### src/verilog/cpu_consts.svh
/*
  Opcode and function-field encodings plus register file constants
  for the single-cycle execution core. Include wherever the codes are decoded.
*/
`ifndef CPU_CONSTS_SVH
`define CPU_CONSTS_SVH

// register file geometry
`define NUM_REGS 32
`define LINK_REG 31 // JAL target register

// primary opcodes, instr[31:26]
`define OP_RTYPE 6'h00 // decode continues on funct
`define OP_J     6'h02
`define OP_JAL   6'h03
`define OP_BEQ   6'h04
`define OP_BNE   6'h05
`define OP_ADDIU 6'h09
`define OP_SLTI  6'h0a
`define OP_SLTIU 6'h0b
`define OP_ANDI  6'h0c // zero-extended imm
`define OP_ORI   6'h0d // zero-extended imm
`define OP_XORI  6'h0e // zero-extended imm
`define OP_LUI   6'h0f
`define OP_LW    6'h23 // decoded only, no data memory
`define OP_SW    6'h2b
`define OP_HALT  6'h3f

// function field for R-type, instr[5:0]
`define FN_SLL  6'h00
`define FN_SRL  6'h02
`define FN_JR   6'h08
`define FN_ADD  6'h20 // no overflow trap, same as ADDU
`define FN_ADDU 6'h21
`define FN_SUB  6'h22 // no overflow trap, same as SUBU
`define FN_SUBU 6'h23
`define FN_AND  6'h24
`define FN_OR   6'h25
`define FN_XOR  6'h26
`define FN_NOR  6'h27
`define FN_SLT  6'h2a
`define FN_SLTU 6'h2b

`endif

### src/verilog/cpuTypesPkg.sv
/*
  Shared types of the execution core: word and field widths, the ALU
  operation and core state encodings, and the control and result records.
  Referenced by scoped name from the RTL and the testbench.
*/
package cpuTypesPkg;

  typedef logic [31:0] word_t;
  typedef logic [4:0]  regIdx_t;
  typedef logic [5:0]  opcode_t;
  typedef logic [5:0]  funct_t;

  // operations the ALU knows
  typedef enum logic [3:0] {
    ALU_ADD,
    ALU_SUB,
    ALU_AND,
    ALU_OR,
    ALU_XOR,
    ALU_NOR,
    ALU_SLT,  // signed compare
    ALU_SLTU, // unsigned compare
    ALU_SLL,
    ALU_SRL,
    ALU_LUI   // imm16 into upper half
  } aluOp_t;

  typedef enum logic {
    RUN,
    HALTED
  } coreState_t;

  // decoded instruction, decoder to execute unit
  typedef struct packed {
    aluOp_t      aluOp;
    logic        immOperand;   // B operand is the immediate
    logic        shiftOperand; // shift amount from shamt
    logic        signExtend;
    logic        regDst;       // 1 selects rd, 0 selects rt
    logic        regWr;
    logic        link;         // JAL writes PC+4 to the link register
    logic        isBranchEq;
    logic        isBranchNe;
    logic        jumpImm;      // J and JAL
    logic        jumpReg;      // JR
    logic        store;
    logic        halt;
    logic        illegal;
    regIdx_t     rs;
    regIdx_t     rt;
    regIdx_t     rd;
    logic [4:0]  shamt;
    logic [15:0] imm16;
  } ctrl_t;

  // one record per retired instruction
  typedef struct packed {
    word_t   pc;
    word_t   nextPc;
    logic    wrEn;
    regIdx_t wrIdx;
    word_t   wrData;
    logic    storeEn;
    word_t   storeAddr;
    word_t   storeData;
    logic    halted;
  } result_t;

endpackage

### src/verilog/controlUnit.sv
/*
  Combinational instruction decoder. Splits the instruction word into its
  fields and turns opcode and funct into the control word used by the
  execute unit. Unknown codes are flagged illegal and retire as no-ops.
*/
`timescale 1ns/1ns
`include "cpu_consts.svh"

module controlUnit (
  input  cpuTypesPkg::word_t instr,
  output cpuTypesPkg::ctrl_t ctrl
);

  cpuTypesPkg::opcode_t opcode;
  cpuTypesPkg::funct_t  funct;

  assign opcode = instr[31:26];
  assign funct  = instr[5:0];

  always_comb begin
    // everything off, then switch on per instruction
    ctrl            = '0;
    ctrl.aluOp      = cpuTypesPkg::ALU_ADD;
    ctrl.signExtend = 1'b1;
    ctrl.rs         = instr[25:21];
    ctrl.rt         = instr[20:16];
    ctrl.rd         = instr[15:11];
    ctrl.shamt      = instr[10:6];
    ctrl.imm16      = instr[15:0];

    case (opcode)
      `OP_RTYPE: begin
        ctrl.regDst = 1'b1; // R-type writes rd
        ctrl.regWr  = 1'b1;
        case (funct)
          `FN_ADD, `FN_ADDU: ctrl.aluOp = cpuTypesPkg::ALU_ADD;
          `FN_SUB, `FN_SUBU: ctrl.aluOp = cpuTypesPkg::ALU_SUB;
          `FN_AND:           ctrl.aluOp = cpuTypesPkg::ALU_AND;
          `FN_OR:            ctrl.aluOp = cpuTypesPkg::ALU_OR;
          `FN_XOR:           ctrl.aluOp = cpuTypesPkg::ALU_XOR;
          `FN_NOR:           ctrl.aluOp = cpuTypesPkg::ALU_NOR;
          `FN_SLT:           ctrl.aluOp = cpuTypesPkg::ALU_SLT;
          `FN_SLTU:          ctrl.aluOp = cpuTypesPkg::ALU_SLTU;
          `FN_SLL: begin
            ctrl.aluOp        = cpuTypesPkg::ALU_SLL;
            ctrl.shiftOperand = 1'b1;
          end
          `FN_SRL: begin
            ctrl.aluOp        = cpuTypesPkg::ALU_SRL;
            ctrl.shiftOperand = 1'b1;
          end
          `FN_JR: begin
            ctrl.jumpReg = 1'b1;
            ctrl.regWr   = 1'b0; // no writeback
          end
          default: begin
            ctrl.illegal = 1'b1;
            ctrl.regWr   = 1'b0;
          end
        endcase
      end

      `OP_J: ctrl.jumpImm = 1'b1;
      `OP_JAL: begin
        ctrl.jumpImm = 1'b1;
        ctrl.link    = 1'b1;
        ctrl.regWr   = 1'b1;
      end

      // compare happens in execute, alu result unused
      `OP_BEQ: ctrl.isBranchEq = 1'b1;
      `OP_BNE: ctrl.isBranchNe = 1'b1;

      `OP_ADDIU: begin
        ctrl.immOperand = 1'b1;
        ctrl.regWr      = 1'b1;
      end
      `OP_SLTI: begin
        ctrl.aluOp      = cpuTypesPkg::ALU_SLT;
        ctrl.immOperand = 1'b1;
        ctrl.regWr      = 1'b1;
      end
      `OP_SLTIU: begin
        ctrl.aluOp      = cpuTypesPkg::ALU_SLTU; // imm still sign-extended
        ctrl.immOperand = 1'b1;
        ctrl.regWr      = 1'b1;
      end

      // logical immediates zero-extend
      `OP_ANDI: begin
        ctrl.aluOp      = cpuTypesPkg::ALU_AND;
        ctrl.immOperand = 1'b1;
        ctrl.signExtend = 1'b0;
        ctrl.regWr      = 1'b1;
      end
      `OP_ORI: begin
        ctrl.aluOp      = cpuTypesPkg::ALU_OR;
        ctrl.immOperand = 1'b1;
        ctrl.signExtend = 1'b0;
        ctrl.regWr      = 1'b1;
      end
      `OP_XORI: begin
        ctrl.aluOp      = cpuTypesPkg::ALU_XOR;
        ctrl.immOperand = 1'b1;
        ctrl.signExtend = 1'b0;
        ctrl.regWr      = 1'b1;
      end

      `OP_LUI: begin
        ctrl.aluOp      = cpuTypesPkg::ALU_LUI;
        ctrl.immOperand = 1'b1;
        ctrl.regWr      = 1'b1;
      end

      `OP_SW: begin
        ctrl.immOperand = 1'b1;
        ctrl.store      = 1'b1;
      end
      `OP_HALT: ctrl.halt = 1'b1;

      `OP_LW:  ctrl.illegal = 1'b1; // loads need a data memory
      default: ctrl.illegal = 1'b1;
    endcase
  end

endmodule

### src/verilog/executeUnit.sv
/*
  Execute stage of the core. Runs the ALU, resolves branches and jumps,
  holds the PC and the halt state machine, drives the register write port
  and registers one result record per accepted instruction.
*/
`timescale 1ns/1ns
`include "cpu_consts.svh"

module executeUnit (
  input  logic                   CLK,
  input  logic                   nRST,
  input  logic                   instrValid,
  input  cpuTypesPkg::ctrl_t     ctrl,
  input  cpuTypesPkg::word_t     rsData,
  input  cpuTypesPkg::word_t     rtData,
  output logic                   wrEn,
  output cpuTypesPkg::regIdx_t   wrIdx,
  output cpuTypesPkg::word_t     wrData,
  output logic                   resultValid,
  output cpuTypesPkg::result_t   result,
  output logic                   halted
);

  cpuTypesPkg::coreState_t state;
  cpuTypesPkg::word_t      pc;
  cpuTypesPkg::word_t      pcPlus4;
  cpuTypesPkg::word_t      immSext;
  cpuTypesPkg::word_t      immExt;
  cpuTypesPkg::word_t      opB;
  cpuTypesPkg::word_t      aluOut;
  cpuTypesPkg::word_t      branchTarget;
  cpuTypesPkg::word_t      jumpTarget;
  cpuTypesPkg::word_t      nextPc;
  logic [4:0]              shAmt;
  logic                    accept;
  logic                    taken;

  assign accept = instrValid && (state == cpuTypesPkg::RUN); // strobes ignored once halted

  // operand selection
  assign pcPlus4 = pc + 32'd4;
  assign immSext = {{16{ctrl.imm16[15]}}, ctrl.imm16};
  assign immExt  = ctrl.signExtend ? immSext : {16'h0000, ctrl.imm16};
  assign opB     = ctrl.immOperand ? immExt : rtData;
  assign shAmt   = ctrl.shiftOperand ? ctrl.shamt : rsData[4:0];

  always_comb begin
    case (ctrl.aluOp)
      cpuTypesPkg::ALU_ADD:  aluOut = rsData + opB;
      cpuTypesPkg::ALU_SUB:  aluOut = rsData - opB;
      cpuTypesPkg::ALU_AND:  aluOut = rsData & opB;
      cpuTypesPkg::ALU_OR:   aluOut = rsData | opB;
      cpuTypesPkg::ALU_XOR:  aluOut = rsData ^ opB;
      cpuTypesPkg::ALU_NOR:  aluOut = ~(rsData | opB);
      cpuTypesPkg::ALU_SLT:  aluOut = {31'b0, $signed(rsData) < $signed(opB)};
      cpuTypesPkg::ALU_SLTU: aluOut = {31'b0, rsData < opB};
      cpuTypesPkg::ALU_SLL:  aluOut = opB << shAmt; // shifts act on rt
      cpuTypesPkg::ALU_SRL:  aluOut = opB >> shAmt;
      cpuTypesPkg::ALU_LUI:  aluOut = {ctrl.imm16, 16'h0000};
      default:               aluOut = '0;
    endcase
  end

  // next PC
  assign taken = (ctrl.isBranchEq && (rsData == rtData)) ||
                 (ctrl.isBranchNe && (rsData != rtData));
  assign branchTarget = pcPlus4 + {immSext[29:0], 2'b00};
  assign jumpTarget   = {pcPlus4[31:28], ctrl.rs, ctrl.rt, ctrl.imm16, 2'b00};

  always_comb begin
    if (ctrl.jumpReg) begin
      nextPc = rsData;
    end else if (ctrl.jumpImm) begin
      nextPc = jumpTarget;
    end else if (taken) begin
      nextPc = branchTarget;
    end else begin
      nextPc = pcPlus4; // includes illegal and halt
    end
  end

  // writeback port
  assign wrEn   = accept && ctrl.regWr;
  assign wrIdx  = ctrl.link ? cpuTypesPkg::regIdx_t'(`LINK_REG) :
                  (ctrl.regDst ? ctrl.rd : ctrl.rt);
  assign wrData = ctrl.link ? pcPlus4 : aluOut;

  always_ff @(posedge CLK, negedge nRST) begin
    if (!nRST) begin
      state       <= cpuTypesPkg::RUN;
      pc          <= '0;
      resultValid <= 1'b0;
    end else begin
      resultValid <= accept;
      if (accept) begin
        pc <= nextPc;
        if (ctrl.halt) state <= cpuTypesPkg::HALTED; // only reset leaves
      end
    end
  end

  // result record payload, only meaningful with resultValid
  always_ff @(posedge CLK) begin
    if (accept) begin
      result.pc        <= pc;
      result.nextPc    <= nextPc;
      result.wrEn      <= wrEn;
      result.wrIdx     <= wrIdx;
      result.wrData    <= wrData;
      result.storeEn   <= ctrl.store;
      result.storeAddr <= rsData + immSext;
      result.storeData <= rtData;
      result.halted    <= ctrl.halt;
    end
  end

  assign halted = (state == cpuTypesPkg::HALTED);

endmodule

### src/verilog/mipsExecCore.sv
/*
  Top level of the single-cycle execution core. The decoder and the
  register file work on the same instruction in parallel and the execute
  unit combines them. Result appears one cycle after each accepted strobe.
*/
`timescale 1ns/1ns

module mipsExecCore (
  input  logic                 CLK,
  input  logic                 nRST,
  input  logic                 instrValid,
  input  cpuTypesPkg::word_t   instr,
  output logic                 resultValid,
  output cpuTypesPkg::result_t result,
  output logic                 halted
);

  cpuTypesPkg::ctrl_t   ctrl;
  cpuTypesPkg::word_t   rsData;
  cpuTypesPkg::word_t   rtData;
  logic                 wrEn;
  cpuTypesPkg::regIdx_t wrIdx;
  cpuTypesPkg::word_t   wrData;

  controlUnit controlUnit_i (
    .instr (instr),
    .ctrl  (ctrl)
  );

  // operand reads straight from the decoded fields
  registerFile registerFile_i (
    .CLK    (CLK),
    .nRST   (nRST),
    .rsIdx  (ctrl.rs),
    .rtIdx  (ctrl.rt),
    .rsData (rsData),
    .rtData (rtData),
    .wrEn   (wrEn),
    .wrIdx  (wrIdx),
    .wrData (wrData)
  );

  executeUnit executeUnit_i (
    .CLK         (CLK),
    .nRST        (nRST),
    .instrValid  (instrValid),
    .ctrl        (ctrl),
    .rsData      (rsData),
    .rtData      (rtData),
    .wrEn        (wrEn),
    .wrIdx       (wrIdx),
    .wrData      (wrData),
    .resultValid (resultValid),
    .result      (result),
    .halted      (halted)
  );

endmodule

### src/verilog/registerFile.sv
/*
  General purpose register file with two combinational read ports and one
  clocked write port. Register 0 ignores writes and always reads as zero.
*/
`timescale 1ns/1ns
`include "cpu_consts.svh"

module registerFile (
  input  logic                 CLK,
  input  logic                 nRST,
  input  cpuTypesPkg::regIdx_t rsIdx,
  input  cpuTypesPkg::regIdx_t rtIdx,
  output cpuTypesPkg::word_t   rsData,
  output cpuTypesPkg::word_t   rtData,
  input  logic                 wrEn,
  input  cpuTypesPkg::regIdx_t wrIdx,
  input  cpuTypesPkg::word_t   wrData
);

  cpuTypesPkg::word_t regs [`NUM_REGS];

  always_ff @(posedge CLK, negedge nRST) begin
    if (!nRST) begin
      for (int i = 0; i < `NUM_REGS; i++) begin
        regs[i] <= '0;
      end
    end else if (wrEn && (wrIdx != '0)) begin // r0 write dropped
      regs[wrIdx] <= wrData;
    end
  end

  // read ports
  assign rsData = (rsIdx == '0) ? '0 : regs[rsIdx];
  assign rtData = (rtIdx == '0) ? '0 : regs[rtIdx];

endmodule
### config.mk
export PLATFORM = sky130hd
export DESIGN_NAME = mipsExecCore
export DESIGN_NICKNAME = d
export VERILOG_FILES = /design/src/verilog/cpuTypesPkg.sv /design/src/verilog/controlUnit.sv /design/src/verilog/executeUnit.sv /design/src/verilog/mipsExecCore.sv /design/src/verilog/registerFile.sv
export VERILOG_INCLUDE_DIRS = /design/src /design/src/verilog
export SDC_FILE = /design/constraint.sdc
export NUM_CORES = 2
export LEC_CHECK = 0
export ABC_AREA = 1
export ABC_CLOCK_PERIOD_IN_PS = 6250
export BUFFER_PORTS_ARGS = -buffer_cell sky130_fd_sc_hd__buf_4
export CAP_MARGIN = 25
export CORE_AREA = 2 2 428 430
export CTS_BUF_LIST = sky130_fd_sc_hd__clkbuf_4
export CTS_CLUSTER_DIAMETER = 50
export CTS_CLUSTER_SIZE = 40
export DETAILED_ROUTE_END_ITERATION = 10
export DIE_AREA = 0 0 430 432
export HOLD_SLACK_MARGIN = 0.1
export PLACE_DENSITY = 0.64
export SETUP_SLACK_MARGIN = 0.05
export SLEW_MARGIN = 5
export SYNTH_ARGS = -nofsm -noshare
export SYNTH_HDL_FRONTEND = slang
export SYNTH_HIERARCHICAL = 1
export SYNTH_SLANG_ARGS = --single-unit
### constraint.sdc
create_clock -name CLK -period 6.25 [get_ports CLK]
set_clock_uncertainty 0.1 [all_clocks]
set_input_delay 1.875 -clock CLK [delete_from_list [all_inputs] [get_ports CLK]]
set_output_delay 1.875 -clock CLK [all_outputs]
set_load 0.02 [all_outputs]
==> results.md <==
* Fillers at 18000
* 1st-pass router iterations at 8
* Post-placement cell area at 94800 um2
* Root Driver: clkbuf_4
* Relative slew margins at 0.236
* Pin count of the biggest net entering global routing at 103
* Beginning of the worst hold path: registerFile_i/regs[1000]
* WL/cell at 25.8 um
* Starting Density at 0.445
* Via count at 91500
* Max-Cap Viols at 0
* Routed wire length at 403 mm
* Global Route Usage Sum at 0.424
* Uppermost routed layer: met5
* Site Rows at 157
* Worst Path Max Fanout at 31
* Total grt overflow at 0
* Number of global-route vias before repair at 85600
* Synth Instances at 12200
* Worst vdd ir at 0.227 mV
* Clock Tree Buf Depth at 3
* Area of the multi-input gates at 43000 um2
* Number of DRC markers in iteration 0 at 12200
* Hold Path Depth at 0
* Worst r2r dst: registerFile_i/regs[776]
* Setup Viol. Count Final at 0
* Core Area at 182000 um2
* Storage element area at 31500 um2
* Fin crit period at 5970 ps
* R2r setup slk at 990 ps
* Total power at 26100 uW
* Arrival @ worst endpoint at 7030 ps
* Finished Cell Area at 97300 um2
* Metal2 WL at 175 mm
* Post-route insts no fill at 15600
* Slew @ Worst Pin at 1150 ps
* Syn_nets at 12400
* Worst Hold Path EP: registerFile_i/regs[1000]
* FF-to-FF Start: registerFile_i/regs[192]
* Clk slew on worst S/H paths at 110 ps
* Cell area power density at 269 nW/um2
* R2r worst-path depth at 26
* First-pass GRT wire length at 580 mm
* Initial antenna violation count at 26
* Cts repair resizes at 0
* FMAX at 167 MHz
* Avg Inst Size Synth at 6.61 um2
* Via/cell ratio at 5.86
* Critical path endpoint category: flip-flop
* Clock Latency Late Sink at 1420 ps
* Final #Nets at 13300
* Pre-CTS WS at -1140 ps
* WL met1 at 157 mm
* Buffers on Ports at 204
* CTS buffer count at 146
* Antenna viol nets, final at 0
* Fin. max-slew vios at 0
* HPWL Detailed at 297 mm
* Lkg Pwr at 0.0478 uW
* WS Path Type: in2reg
* H-tree depth at 4
* Clk sink count at 1226
* WL met3 at 41.5 mm
* Post-CTS setup buffers at 0
* Yosys warns at 6
* Gpl congestion at 1.09
* Die Width at 430 um
* Worst min path class: reg2reg
* Min Hold Slack at 316 ps
* Share of cells above drive strength 1 at 0.150
* Die Footprint at 186000 um2
* Startpoint types: input port
* I/O pin total at 205
* Die Span Y at 432 um
* DP Cell Count at 15300
* RSZ-0062 raised after global routing: false
* Hold Buf Count CTS at 0
* DRC at 0
* Slack of the critical path at 275 ps
* Endpoints failing hold at 0
* Critical path data required time at 7300 ps
* Mapped Area at 80900 um2
* Area grow syn2layout at 20.3%
* Final Cycle Share at 0.956
* CTS tree: built
* Status: finished clean
-- critical path, stage by stage --
cell,delay [ps]
buf_4,230
buf_4,320
buf_4,310
nand2_1,90
nand3_1,110
nand2_1,100
nor2_2,480
buf_4,230
inv_1,60
o21ai_0,230
ha_1,200
inv_1,80
fa_1,480
nand2_1,110
nand2_1,80
nand2_1,70
nand3_1,150
buf_4,190
o21ai_0,350
nand3_1,140
o21ai_1,160
o21ai_1,120
inv_1,280
buf_4,380
o21ai_0,140
-- through the flow --
step	setup TNS [ps]	utilization
4_1_cts	0	0.535
5_1_grt	0	0.535
2_1_floorplan	0	-
6_report	0	0.535
3_3_place_gp	-776450	0.521
3_5_place_dp	-713880	0.522
-- sequential cells by signal, summed over array words and instances (netlist names) --
name                       flops
executeUnit_i/resultValid      1
executeUnit_i/pc              32
registerFile_i/regs         1024
executeUnit_i/result         168
executeUnit_i/halted           1
-- report_power, final --
part | switching [uW] | total, uW | internal (uW)
combinational | 6990 | 10800 | 3770
clock | 3530 | 5490 | 1960
sequential | 796 | 9880 | 9090
total | 11300 | 26100 | 14800
-- area by class of cell --
| cell class | count | share of cell area |
|---|---|---|
| clock inverter | 119 | 0.0135 |
| clock buffer | 152 | 0.0117 |
| multi-input combinational | 9433 | 0.442 |
| inverter | 658 | 0.0259 |
| tap | 2385 | 0.0307 |
| sequential | 1226 | 0.324 |
| antenna | 19 | 0.000489 |
| timing repair buffer | 1611 | 0.152 |
-- per-layer routing --
metal	GRT usage	vias up
li1	-	41400
met1	0.549	43200
met2	0.650	5615
met3	0.0878	1233
met4	0.263	6
met5	0	-
-- worst max path at each step --
stage              start                  endpoint  slack, ps  cells past startpoint
2_1_floorplan  instr[16]  registerFile_i/regs[288]        100                     34
3_3_place_gp   instr[18]  registerFile_i/regs[798]      -1170                     30
3_5_place_dp   instr[18]  registerFile_i/regs[798]      -1140                     30
4_1_cts        instr[18]  registerFile_i/regs[894]        350                     30
5_1_grt        instr[16]  registerFile_i/regs[222]        280                     32
6_report       instr[19]  registerFile_i/regs[776]        280                     25
-- cell usage in the layout (no fill, tap or decap), types with 26 or more instances in the layout --
master,count
nor3_1,48
nor2_1,1092
nand3_1,1908
o21ai_1,51
o21ai_0,661
o22ai_1,36
nand2_1,4312
dfrtp_1,1058
buf_12,209
ha_1,165
inv_1,636
nand4_1,63
o211ai_1,26
buf_4,1393
clkbuf_4,152
xnor2_1,29
edfxtp_1,168
a21oi_1,783
xor2_1,50
Note: power is estimated with default switching activity, not from simulation.
